File: src/procPkg.sv
// Processor shared definitions
package procPkg;

  localparam int NumRegs   = 8; // R0..R7
  localparam int PcIndex   = 7; // R7 is the program counter
  localparam int OpcodeLsb = 6; // Opcode in IR[9:6]
  localparam int RxLsb     = 3; // Destination field in IR[5:3]
  localparam int RyLsb     = 0; // Source field in IR[2:0]

  // Instruction opcodes, codes 6 and 9..15 do nothing
  typedef enum logic [3:0] {
    mv   = 4'd0, // Rx <- Ry
    mvi  = 4'd1, // Rx <- next word
    mvnz = 4'd2, // Rx <- Ry if G != 0
    add  = 4'd3, // Rx <- Rx + Ry
    sub  = 4'd4, // Rx <- Rx - Ry
    slt  = 4'd5, // Rx <- (Rx < Ry), unsigned
    ld   = 4'd7, // Rx <- mem[Ry]
    st   = 4'd8  // mem[Ry] <- Rx
  } opcode_e;

  // ALU function applied as A op bus
  typedef enum logic [1:0] {
    aluAdd = 2'd0, // Wrapping sum
    aluSub = 2'd1, // Wrapping difference
    aluSlt = 2'd2  // Unsigned set-less-than
  } aluOp_e;

  // Step counter, one step per clock
  typedef enum logic [2:0] {
    T0, T1, T2, T3, T4, T5
  } tStep_t;

  // One-hot register select, bit i is Ri
  typedef logic [NumRegs-1:0] regSel_t;

  // Decoded IR fields
  typedef struct packed {
    opcode_e    opcode; // IR[9:6]
    logic [2:0] rx;     // IR[5:3]
    logic [2:0] ry;     // IR[2:0]
  } instrFields_t;

endpackage

File: src/ctrlIf.sv
// Control to datapath link
interface ctrlIf;
  import procPkg::*;

  regSel_t      rIn;    // Register load selects
  regSel_t      rOut;   // Register bus drive selects
  logic         irIn;   // Load IR
  logic         addrIn; // Load address register
  logic         doutIn; // Load data-out register
  logic         dinOut; // Memory data onto bus
  logic         aIn;    // Load A
  logic         gIn;    // Load G
  logic         gOut;   // G onto bus
  logic         incrPc; // PC + 1
  aluOp_e       aluOp;  // ALU function for gIn
  instrFields_t fields; // Decoded IR
  logic         gZero;  // G is zero

  // Control unit side
  modport ctrl (
    output rIn, rOut, irIn, addrIn, doutIn, dinOut,
    output aIn, gIn, gOut, incrPc, aluOp,
    input  fields, gZero
  );

  // Datapath side
  modport dp (
    input  rIn, rOut, irIn, addrIn, doutIn, dinOut,
    input  aIn, gIn, gOut, incrPc, aluOp,
    output fields, gZero
  );

endinterface

File: src/aluUnit.sv
// ALU with A and G registers
module aluUnit #(
  parameter int DataWidth = 16
) (
  input  logic                 clock,
  input  logic                 arstN,
  input  logic                 aIn,    // Load A from bus
  input  logic                 gIn,    // Load G with result
  input  procPkg::aluOp_e      aluOp,
  input  logic [DataWidth-1:0] busIn,
  output logic [DataWidth-1:0] gValue,
  output logic                 gZero
);
  import procPkg::*;

  logic [DataWidth-1:0] aReg;   // First operand
  logic [DataWidth-1:0] gReg;   // Result
  logic [DataWidth-1:0] result; // A op bus

  always_comb
  begin
    case (aluOp)
      aluAdd:  result = aReg + busIn; // Wraps
      aluSub:  result = aReg - busIn; // Wraps
      aluSlt:  result = (aReg < busIn) ? DataWidth'(1) : '0; // Unsigned compare
      default: result = '0;
    endcase
  end

  always_ff @(posedge clock or negedge arstN)
  begin
    if (!arstN)
    begin
      aReg <= '0;
      gReg <= '0;
    end
    else
    begin
      if (aIn)
        aReg <= busIn;
      if (gIn)
        gReg <= result;
    end
  end

  assign gValue = gReg;
  assign gZero  = (gReg == '0); // mvnz condition

endmodule

File: src/controlUnit.sv
// Multicycle control unit
module controlUnit (
  input  logic clock,
  input  logic arstN,
  input  logic run,      // Start or continue fetching
  output logic wrEn,     // Memory write strobe
  output logic done,     // Last step of an instruction
  ctrlIf.ctrl  ctrlPort  // Strobes out and IR fields in
);
  import procPkg::*;

  localparam regSel_t PcSel = regSel_t'(1 << PcIndex); // One-hot R7

  tStep_t  step;  // Current step
  regSel_t rxSel; // One-hot Rx
  regSel_t rySel; // One-hot Ry
  aluOp_e  opAlu; // ALU function of the opcode

  // Step counter holds T0 while run is low
  always_ff @(posedge clock or negedge arstN)
  begin
    if (!arstN)
      step <= T0;
    else if (done)
      step <= T0; // Back to fetch
    else if (step != T0 || run)
      step <= tStep_t'(step + 3'd1);
  end

  // Field decoders
  always_comb
  begin
    rxSel = '0;
    rySel = '0;
    rxSel[ctrlPort.fields.rx] = 1'b1;
    rySel[ctrlPort.fields.ry] = 1'b1;
  end

  // Opcode to ALU function
  always_comb
  begin
    case (ctrlPort.fields.opcode)
      sub:     opAlu = aluSub;
      slt:     opAlu = aluSlt;
      default: opAlu = aluAdd;
    endcase
  end

  // Strobe table
  always_comb
  begin
    ctrlPort.rIn    = '0;
    ctrlPort.rOut   = '0;
    ctrlPort.irIn   = 1'b0;
    ctrlPort.addrIn = 1'b0;
    ctrlPort.doutIn = 1'b0;
    ctrlPort.dinOut = 1'b0;
    ctrlPort.aIn    = 1'b0;
    ctrlPort.gIn    = 1'b0;
    ctrlPort.gOut   = 1'b0;
    ctrlPort.incrPc = 1'b0;
    ctrlPort.aluOp  = aluAdd;
    wrEn            = 1'b0;
    done            = 1'b0;

    case (step)
      T0:
      begin
        if (run)
        begin
          ctrlPort.rOut   = PcSel; // PC to address register
          ctrlPort.addrIn = 1'b1;
        end
      end
      T1: ; // Memory read in flight
      T2:
      begin
        ctrlPort.dinOut = 1'b1; // Instruction word into IR
        ctrlPort.irIn   = 1'b1;
        ctrlPort.incrPc = 1'b1;
      end
      T3:
      begin
        case (ctrlPort.fields.opcode)
          mv:
          begin
            ctrlPort.rOut = rySel;
            ctrlPort.rIn  = rxSel;
            done          = 1'b1;
          end
          mvnz:
          begin
            ctrlPort.rOut = ctrlPort.gZero ? rxSel : rySel; // Rx rewrites itself on zero
            ctrlPort.rIn  = rxSel;
            done          = 1'b1;
          end
          mvi:
          begin
            ctrlPort.rOut   = PcSel; // PC now points at the immediate
            ctrlPort.addrIn = 1'b1;
          end
          add, sub, slt:
          begin
            ctrlPort.rOut = rxSel; // First operand into A
            ctrlPort.aIn  = 1'b1;
          end
          ld:
          begin
            ctrlPort.rOut   = rySel;
            ctrlPort.addrIn = 1'b1;
          end
          st:
          begin
            ctrlPort.rOut   = rxSel; // Store data
            ctrlPort.doutIn = 1'b1;
          end
          default: done = 1'b1; // Unused opcode does nothing
        endcase
      end
      T4:
      begin
        case (ctrlPort.fields.opcode)
          add, sub, slt:
          begin
            ctrlPort.rOut  = rySel;
            ctrlPort.aluOp = opAlu;
            ctrlPort.gIn   = 1'b1;
          end
          st:
          begin
            ctrlPort.rOut   = rySel; // Store address
            ctrlPort.addrIn = 1'b1;
          end
          default: ; // mvi and ld wait for memory
        endcase
      end
      T5:
      begin
        done = 1'b1;
        case (ctrlPort.fields.opcode)
          mvi:
          begin
            ctrlPort.dinOut = 1'b1;
            ctrlPort.rIn    = rxSel;
            ctrlPort.incrPc = 1'b1; // Skip past the immediate
          end
          add, sub, slt:
          begin
            ctrlPort.gOut = 1'b1;
            ctrlPort.rIn  = rxSel;
          end
          ld:
          begin
            ctrlPort.dinOut = 1'b1;
            ctrlPort.rIn    = rxSel;
          end
          default: wrEn = 1'b1; // st with its address now valid
        endcase
      end
      default: done = 1'b1; // Unreachable step recovers to T0
    endcase
  end

endmodule

File: src/datapath.sv
// Processor datapath
module datapath #(
  parameter int DataWidth = 16
) (
  input  logic                 clock,
  input  logic                 arstN,
  input  logic [DataWidth-1:0] din,    // Memory read data
  output logic [DataWidth-1:0] addr,   // Memory address
  output logic [DataWidth-1:0] dout,   // Memory write data
  ctrlIf.dp                    dpPort  // Strobes in, fields out
);
  import procPkg::*;

  logic [DataWidth-1:0] bus;     // Shared bus
  logic [DataWidth-1:0] regOut;  // Selected register
  logic [DataWidth-1:0] gValue;  // G contents
  logic [DataWidth-1:0] addrReg; // Address register
  logic [DataWidth-1:0] doutReg; // Data-out register
  instrFields_t         irReg;   // IR, only the decoded bits kept

  regFile #(
    .DataWidth (DataWidth)
  ) u_regFile (
    .clock  (clock),
    .arstN  (arstN),
    .rIn    (dpPort.rIn),
    .rOut   (dpPort.rOut),
    .incrPc (dpPort.incrPc),
    .busIn  (bus),
    .busOut (regOut)
  );

  aluUnit #(
    .DataWidth (DataWidth)
  ) u_aluUnit (
    .clock  (clock),
    .arstN  (arstN),
    .aIn    (dpPort.aIn),
    .gIn    (dpPort.gIn),
    .aluOp  (dpPort.aluOp),
    .busIn  (bus),
    .gValue (gValue),
    .gZero  (dpPort.gZero)
  );

  // Bus source, one active at a time
  always_comb
  begin
    if (dpPort.dinOut)
      bus = din;
    else if (dpPort.gOut)
      bus = gValue;
    else
      bus = regOut; // Zero when no register drives
  end

  always_ff @(posedge clock or negedge arstN)
  begin
    if (!arstN)
    begin
      irReg   <= '0;
      addrReg <= '0;
      doutReg <= '0;
    end
    else
    begin
      if (dpPort.irIn)
      begin
        irReg.opcode <= opcode_e'(bus[OpcodeLsb +: $bits(opcode_e)]);
        irReg.rx     <= bus[RxLsb +: $bits(irReg.rx)];
        irReg.ry     <= bus[RyLsb +: $bits(irReg.ry)];
      end
      if (dpPort.addrIn)
        addrReg <= bus;
      if (dpPort.doutIn)
        doutReg <= bus;
    end
  end

  assign dpPort.fields = irReg;
  assign addr          = addrReg;
  assign dout          = doutReg;

endmodule

File: src/procTop.sv
// Multicycle processor top
module procTop #(
  parameter int DataWidth = 16
) (
  input  logic                 clock,
  input  logic                 arstN,
  input  logic                 run,  // Fetch enable, sampled in T0
  input  logic [DataWidth-1:0] din,  // Read data, one cycle after addr
  output logic [DataWidth-1:0] addr, // Address register
  output logic [DataWidth-1:0] dout, // Write data
  output logic                 wrEn, // Write dout to addr
  output logic                 done  // Instruction complete
);

  ctrlIf u_ctrlIf (); // Control and status link

  controlUnit u_controlUnit (
    .clock    (clock),
    .arstN    (arstN),
    .run      (run),
    .wrEn     (wrEn),
    .done     (done),
    .ctrlPort (u_ctrlIf.ctrl)
  );

  datapath #(
    .DataWidth (DataWidth)
  ) u_datapath (
    .clock  (clock),
    .arstN  (arstN),
    .din    (din),
    .addr   (addr),
    .dout   (dout),
    .dpPort (u_ctrlIf.dp)
  );

endmodule

File: src/regFile.sv
// General register file
module regFile #(
  parameter int DataWidth = 16
) (
  input  logic                   clock,
  input  logic                   arstN,
  input  procPkg::regSel_t       rIn,    // One-hot load
  input  procPkg::regSel_t       rOut,   // One-hot read
  input  logic                   incrPc, // Bump R7
  input  logic [DataWidth-1:0]   busIn,
  output logic [DataWidth-1:0]   busOut
);
  import procPkg::*;

  logic [DataWidth-1:0] regs [NumRegs]; // R0..R7

  // Register writes
  always_ff @(posedge clock or negedge arstN)
  begin
    if (!arstN)
    begin
      for (int i = 0; i < NumRegs; i++)
      begin
        regs[i] <= '0; // First fetch from address 0
      end
    end
    else
    begin
      for (int i = 0; i < NumRegs; i++)
      begin
        if (rIn[i])
          regs[i] <= busIn; // Bus load wins over increment
        else if (i == PcIndex && incrPc)
          regs[i] <= regs[i] + DataWidth'(1);
      end
    end
  end

  // AND-OR read mux, zero when nothing selected
  always_comb
  begin
    busOut = '0;
    for (int i = 0; i < NumRegs; i++)
    begin
      if (rOut[i])
        busOut = busOut | regs[i];
    end
  end

endmodule

File: config.mk
export PLATFORM = sky130hd
export DESIGN_NAME = procTop
export DESIGN_NICKNAME = d
export VERILOG_FILES = /design/src/procPkg.sv /design/src/ctrlIf.sv /design/src/aluUnit.sv /design/src/controlUnit.sv /design/src/datapath.sv /design/src/procTop.sv /design/src/regFile.sv
export SDC_FILE = /design/constraint.sdc
export NUM_CORES = 1
export LEC_CHECK = 0
export ABC_AREA = 1
export BUFFER_PORTS_ARGS = -buffer_cell sky130_fd_sc_hd__buf_2
export CAP_MARGIN = 25
export CORE_AREA = 2 2 161 163
export CTS_BUF_LIST = sky130_fd_sc_hd__clkbuf_4 sky130_fd_sc_hd__clkbuf_8
export CTS_CLUSTER_DIAMETER = 30
export DETAILED_ROUTE_END_ITERATION = 10
export DIE_AREA = 0 0 163 165
export GPL_TIMING_DRIVEN = 0
export PLACE_DENSITY_LB_ADDON = 0.1
export SETUP_SLACK_MARGIN = 0.1
export SLEW_MARGIN = 20
export SYNTH_ARGS = -nofsm -noshare
export SYNTH_HDL_FRONTEND = slang
export SYNTH_SLANG_ARGS = --single-unit
File: constraint.sdc
create_clock -name clock -period 4.6 [get_ports clock]
set_input_delay 0.46 -clock clock [delete_from_list [all_inputs] [get_ports clock]]
set_output_delay 0.46 -clock clock [all_outputs]
set_load 0.01 [all_outputs]
==> impl_metrics.ini <==
[run_status]
status = completed

[yosys]
synth-adder-area-share_pct = 4.22
syn_nets = 1737
yosys.area_share.simple_pct = 35.9
synth_top_cell_by_area = dfrtp_1
synth_top_family_by_area = simple AND/OR/NAND/NOR gates
synth_cell_type_count = 42
yosys-mux-area-fraction_pct = 0
yosys_warnings = 0
yosys-top-cells-area = dfrtp_1, nand2_1, nor2_1, nand3_1, inv_1
synth.top_cell.area_share_pct = 42.0
synth_seq_cells = 205
synth-compound-area-share_pct = 9.82
ys_seq_area_share_pct = 42.0
syn-instance-count = 1678
synthXorXnorAreaFrac_pct = 0.645
avgSynthCellArea_um2 = 7.28
syn_area_um2 = 12200

[floorplan]
core_area_um2 = 25000
num_rows = 58
die_w_um = 163
start_util_pct = 48.8
die_area_um2 = 26900
io_pins = 53
die_h_um = 165

[power]
vdd_drop_max_v = 0.000430
power_uw = 11200
p_leak_uw = 0.00738
power_density_nw_per_um2 = 740

[global_routing]
grtUsageTotal_pct = 30.9
antenna_found_initial = 0
grt_pass1_wl_um = 63100
overflow = 0
first_global_vias = 11158
grt_max_degree = 80

[worst_setup_path]
crit_path_start_kind = flop
path_max_fanout = 10
end_kind = flop
arrival_ns = 4.74
crit_required_ns = 5.06
path_class = flop to flop

[final_layout]
final_common_cell = nand2_1
multi_input_area_um2 = 6500
drive_above_1_share_pct = 19.9
final_cell_mix = nand2_1, nor2_1, dfrtp_1
fin_nets = 1884
antenna_cells = 0
instances_no_fill = 2201
design_area_um2 = 15100
seqCellArea_um2 = 5130
filler_cell_count = 2360
synthToLayoutAreaGrowth_pct = 23.7

[clock_tree]
insertion_delay_ns = 0.60
cts_tree = built
cts_sinks = 205
clkTransAtPathRegs_ns = 0.05
cts_max_path_buffers = 3
cts_root_buf = clkbuf_8
htree_levels = 2
cts_made_buffers = 56

[routing]
dr.pass1.iters = 6
vias_per_cell = 5.45
ant_nets = 0
drt-initial-drc-count = 1211
wirelength_um = 41300
drc = 0
via_count = 11999
route.detailed.wl_per_inst_um = 18.8

[placement]
port_buffers = 52
gp_congestion = 0.922
dpl.hpwl_um = 29300
dp_cells = 2063
pre_cts_ws_ns = -0.259
dpl-instance-area_um2 = 13000

[sta]
maxSlewHeadroom_pct = 33.5
setup_ws_ns = 0.319
max_freq_ghz = 0.234
fin_crit_sh_pct = 93.1
setup_viol = 0
tightestPinTransition_ns = 0.994
slew_viol_final = 0
hold_viol_final = 0
finClkSkew_ns = 0.0280
final.min_clock_period_ns = 4.28
hold_ws_ns = 0.108
rsz0062_at_grt = no

[flow_run]
maxCapViolations = 0

[worst_hold_path]
hold_class = input pin to flop
[logic make-up after synthesis]
logic type,after synthesis
DFF,205
AOI/OAI and AO/OA,206
adders and majority gates,40
and+or+nand+nor,1008
xor gates and xnor gates,9
buffers and inverters,210
[what timing repair did]
action                                 CTS  global route
hold buffers                             1             0
gates resized for setup                 27            92
endpoints found under the hold margin   64             0
gates cloned                             0             2
setup endpoints to repair                9             9
setup buffers                            3            31
pin swaps                                5            20
[critical path, stage by stage (launching register included)]
cell and delay (ns):
dfrtp_1 0.41, ha_2 0.21, ha_1 0.21, buf_6 0.14, nand2_1 0.10, nand3_4 0.20
nand3_4 0.15, nand3_4 0.16, buf_8 0.19, nand3_1 0.07, nand2_1 0.07, nor2_1 0.17
nand3_2 0.13, nand2_4 0.19, nand2_4 0.14, inv_1 0.09, ha_2 0.23, inv_1 0.13
nor4_4 0.28, nand3_1 0.10, nand4_1 0.12, nand3_1 0.11, nand2_1 0.08, nand2_1 0.06
o211ai_1 0.32, a21oi_1 0.11
[registers in the layout, indices dropped and copies added, names as in the netlist]
name and flops:
u_controlUnit.step 3, u_datapath.addr 16, u_datapath.dout 16, u_datapath.dpPort.fields 10
u_datapath.u_aluUnit.aReg 16, u_datapath.u_aluUnit.gValue 16, u_datapath.u_regFile.regs 128
[per-stage QoR]
| step | util (%) | TNS [ns] |
|---|---|---|
| after floorplan | - | 0 |
| after global placement | 51.5 | -129.12 |
| after detailed placement | 51.7 | -1.27 |
| after CTS | 57.8 | 0 |
| after global routing | 60.4 | 0 |
| final | 60.4 | 0 |
[where the power goes]
group	internal, µW	total (µW)	switching, µW
Clock	1910	2920	1010
Sequential	2490	3020	527
Combinational	1830	5250	3420
Total	6230	11200	4950
[cell type report]
cell class	count	share of cell area [%]
timing repair buffer	92	4.71
clock inverter	29	2.60
sequential	205	34.0
clock buffer	75	6.54
buffer	61	2.68
inverter	146	3.71
multi-input combinational	1263	43.0
tap	330	2.73
[synthesized netlist by cell type]
| cell type | number |
|---|---|
| clkinv_1 | 2 |
| buf_1 | 8 |
| buf_6 | 8 |
| xnor2_1 | 1 |
| inv_2 | 6 |
| nand3_2 | 14 |
| o32ai_1 | 1 |
| nand2_2 | 19 |
| buf_4 | 8 |
| ha_1 | 38 |
| o21ai_0 | 41 |
| o21bai_1 | 2 |
| a21o_1 | 6 |
| nor4_1 | 2 |
| a21oi_1 | 45 |
| nor2_4 | 1 |
| fa_1 | 2 |
| nand2_4 | 17 |
| nand4_1 | 4 |
| o21ai_1 | 13 |
| nand2_1 | 528 |
| nor2_2 | 9 |
| nand3_1 | 159 |
| inv_1 | 138 |
| nand3_4 | 5 |
| o22ai_1 | 4 |
| xor2_1 | 8 |
| a31oi_1 | 81 |
| o211ai_1 | 2 |
| a22oi_1 | 1 |
| o21ai_2 | 1 |
| dfrtp_1 | 205 |
| o31ai_1 | 3 |
| nor2_1 | 230 |
| a31o_2 | 1 |
| buf_2 | 18 |
| or2_2 | 3 |
| o41ai_1 | 1 |
| nor3_1 | 17 |
| a211oi_1 | 2 |
| o2111ai_1 | 2 |
| clkbuf_1 | 22 |
[worst paths after layout]
path,depth (start not counted),endpoint,slack (ns),start
max,25,u_datapath.u_aluUnit.gValue[0],0.32,u_controlUnit.step[0]
min,3,u_datapath.dpPort.fields[0],0.11,din[0]
max reg2reg,25,u_datapath.u_aluUnit.gValue[0],0.32,u_controlUnit.step[0]
min reg2reg,2,u_datapath.u_regFile.regs[110],0.48,u_datapath.u_regFile.regs[110]
max in group asynchronous,3,u_datapath.u_regFile.regs[124],3.37,arstN
min in group asynchronous,2,u_controlUnit.step[1],0.43,arstN
[per-layer routing]
| metal | track usage [%] | wire length (µm) | vias up |
|---|---|---|---|
| met2 | 46.6 | 17900 | 490 |
| met4 | 12.1 | 1340 | 0 |
| met3 | 5.83 | 3290 | 88 |
| li1 | - | - | 5757 |
| met1 | 43.9 | 18800 | 5664 |
| met5 | 0 | 0 | - |
(Power assumes the default switching activity.)
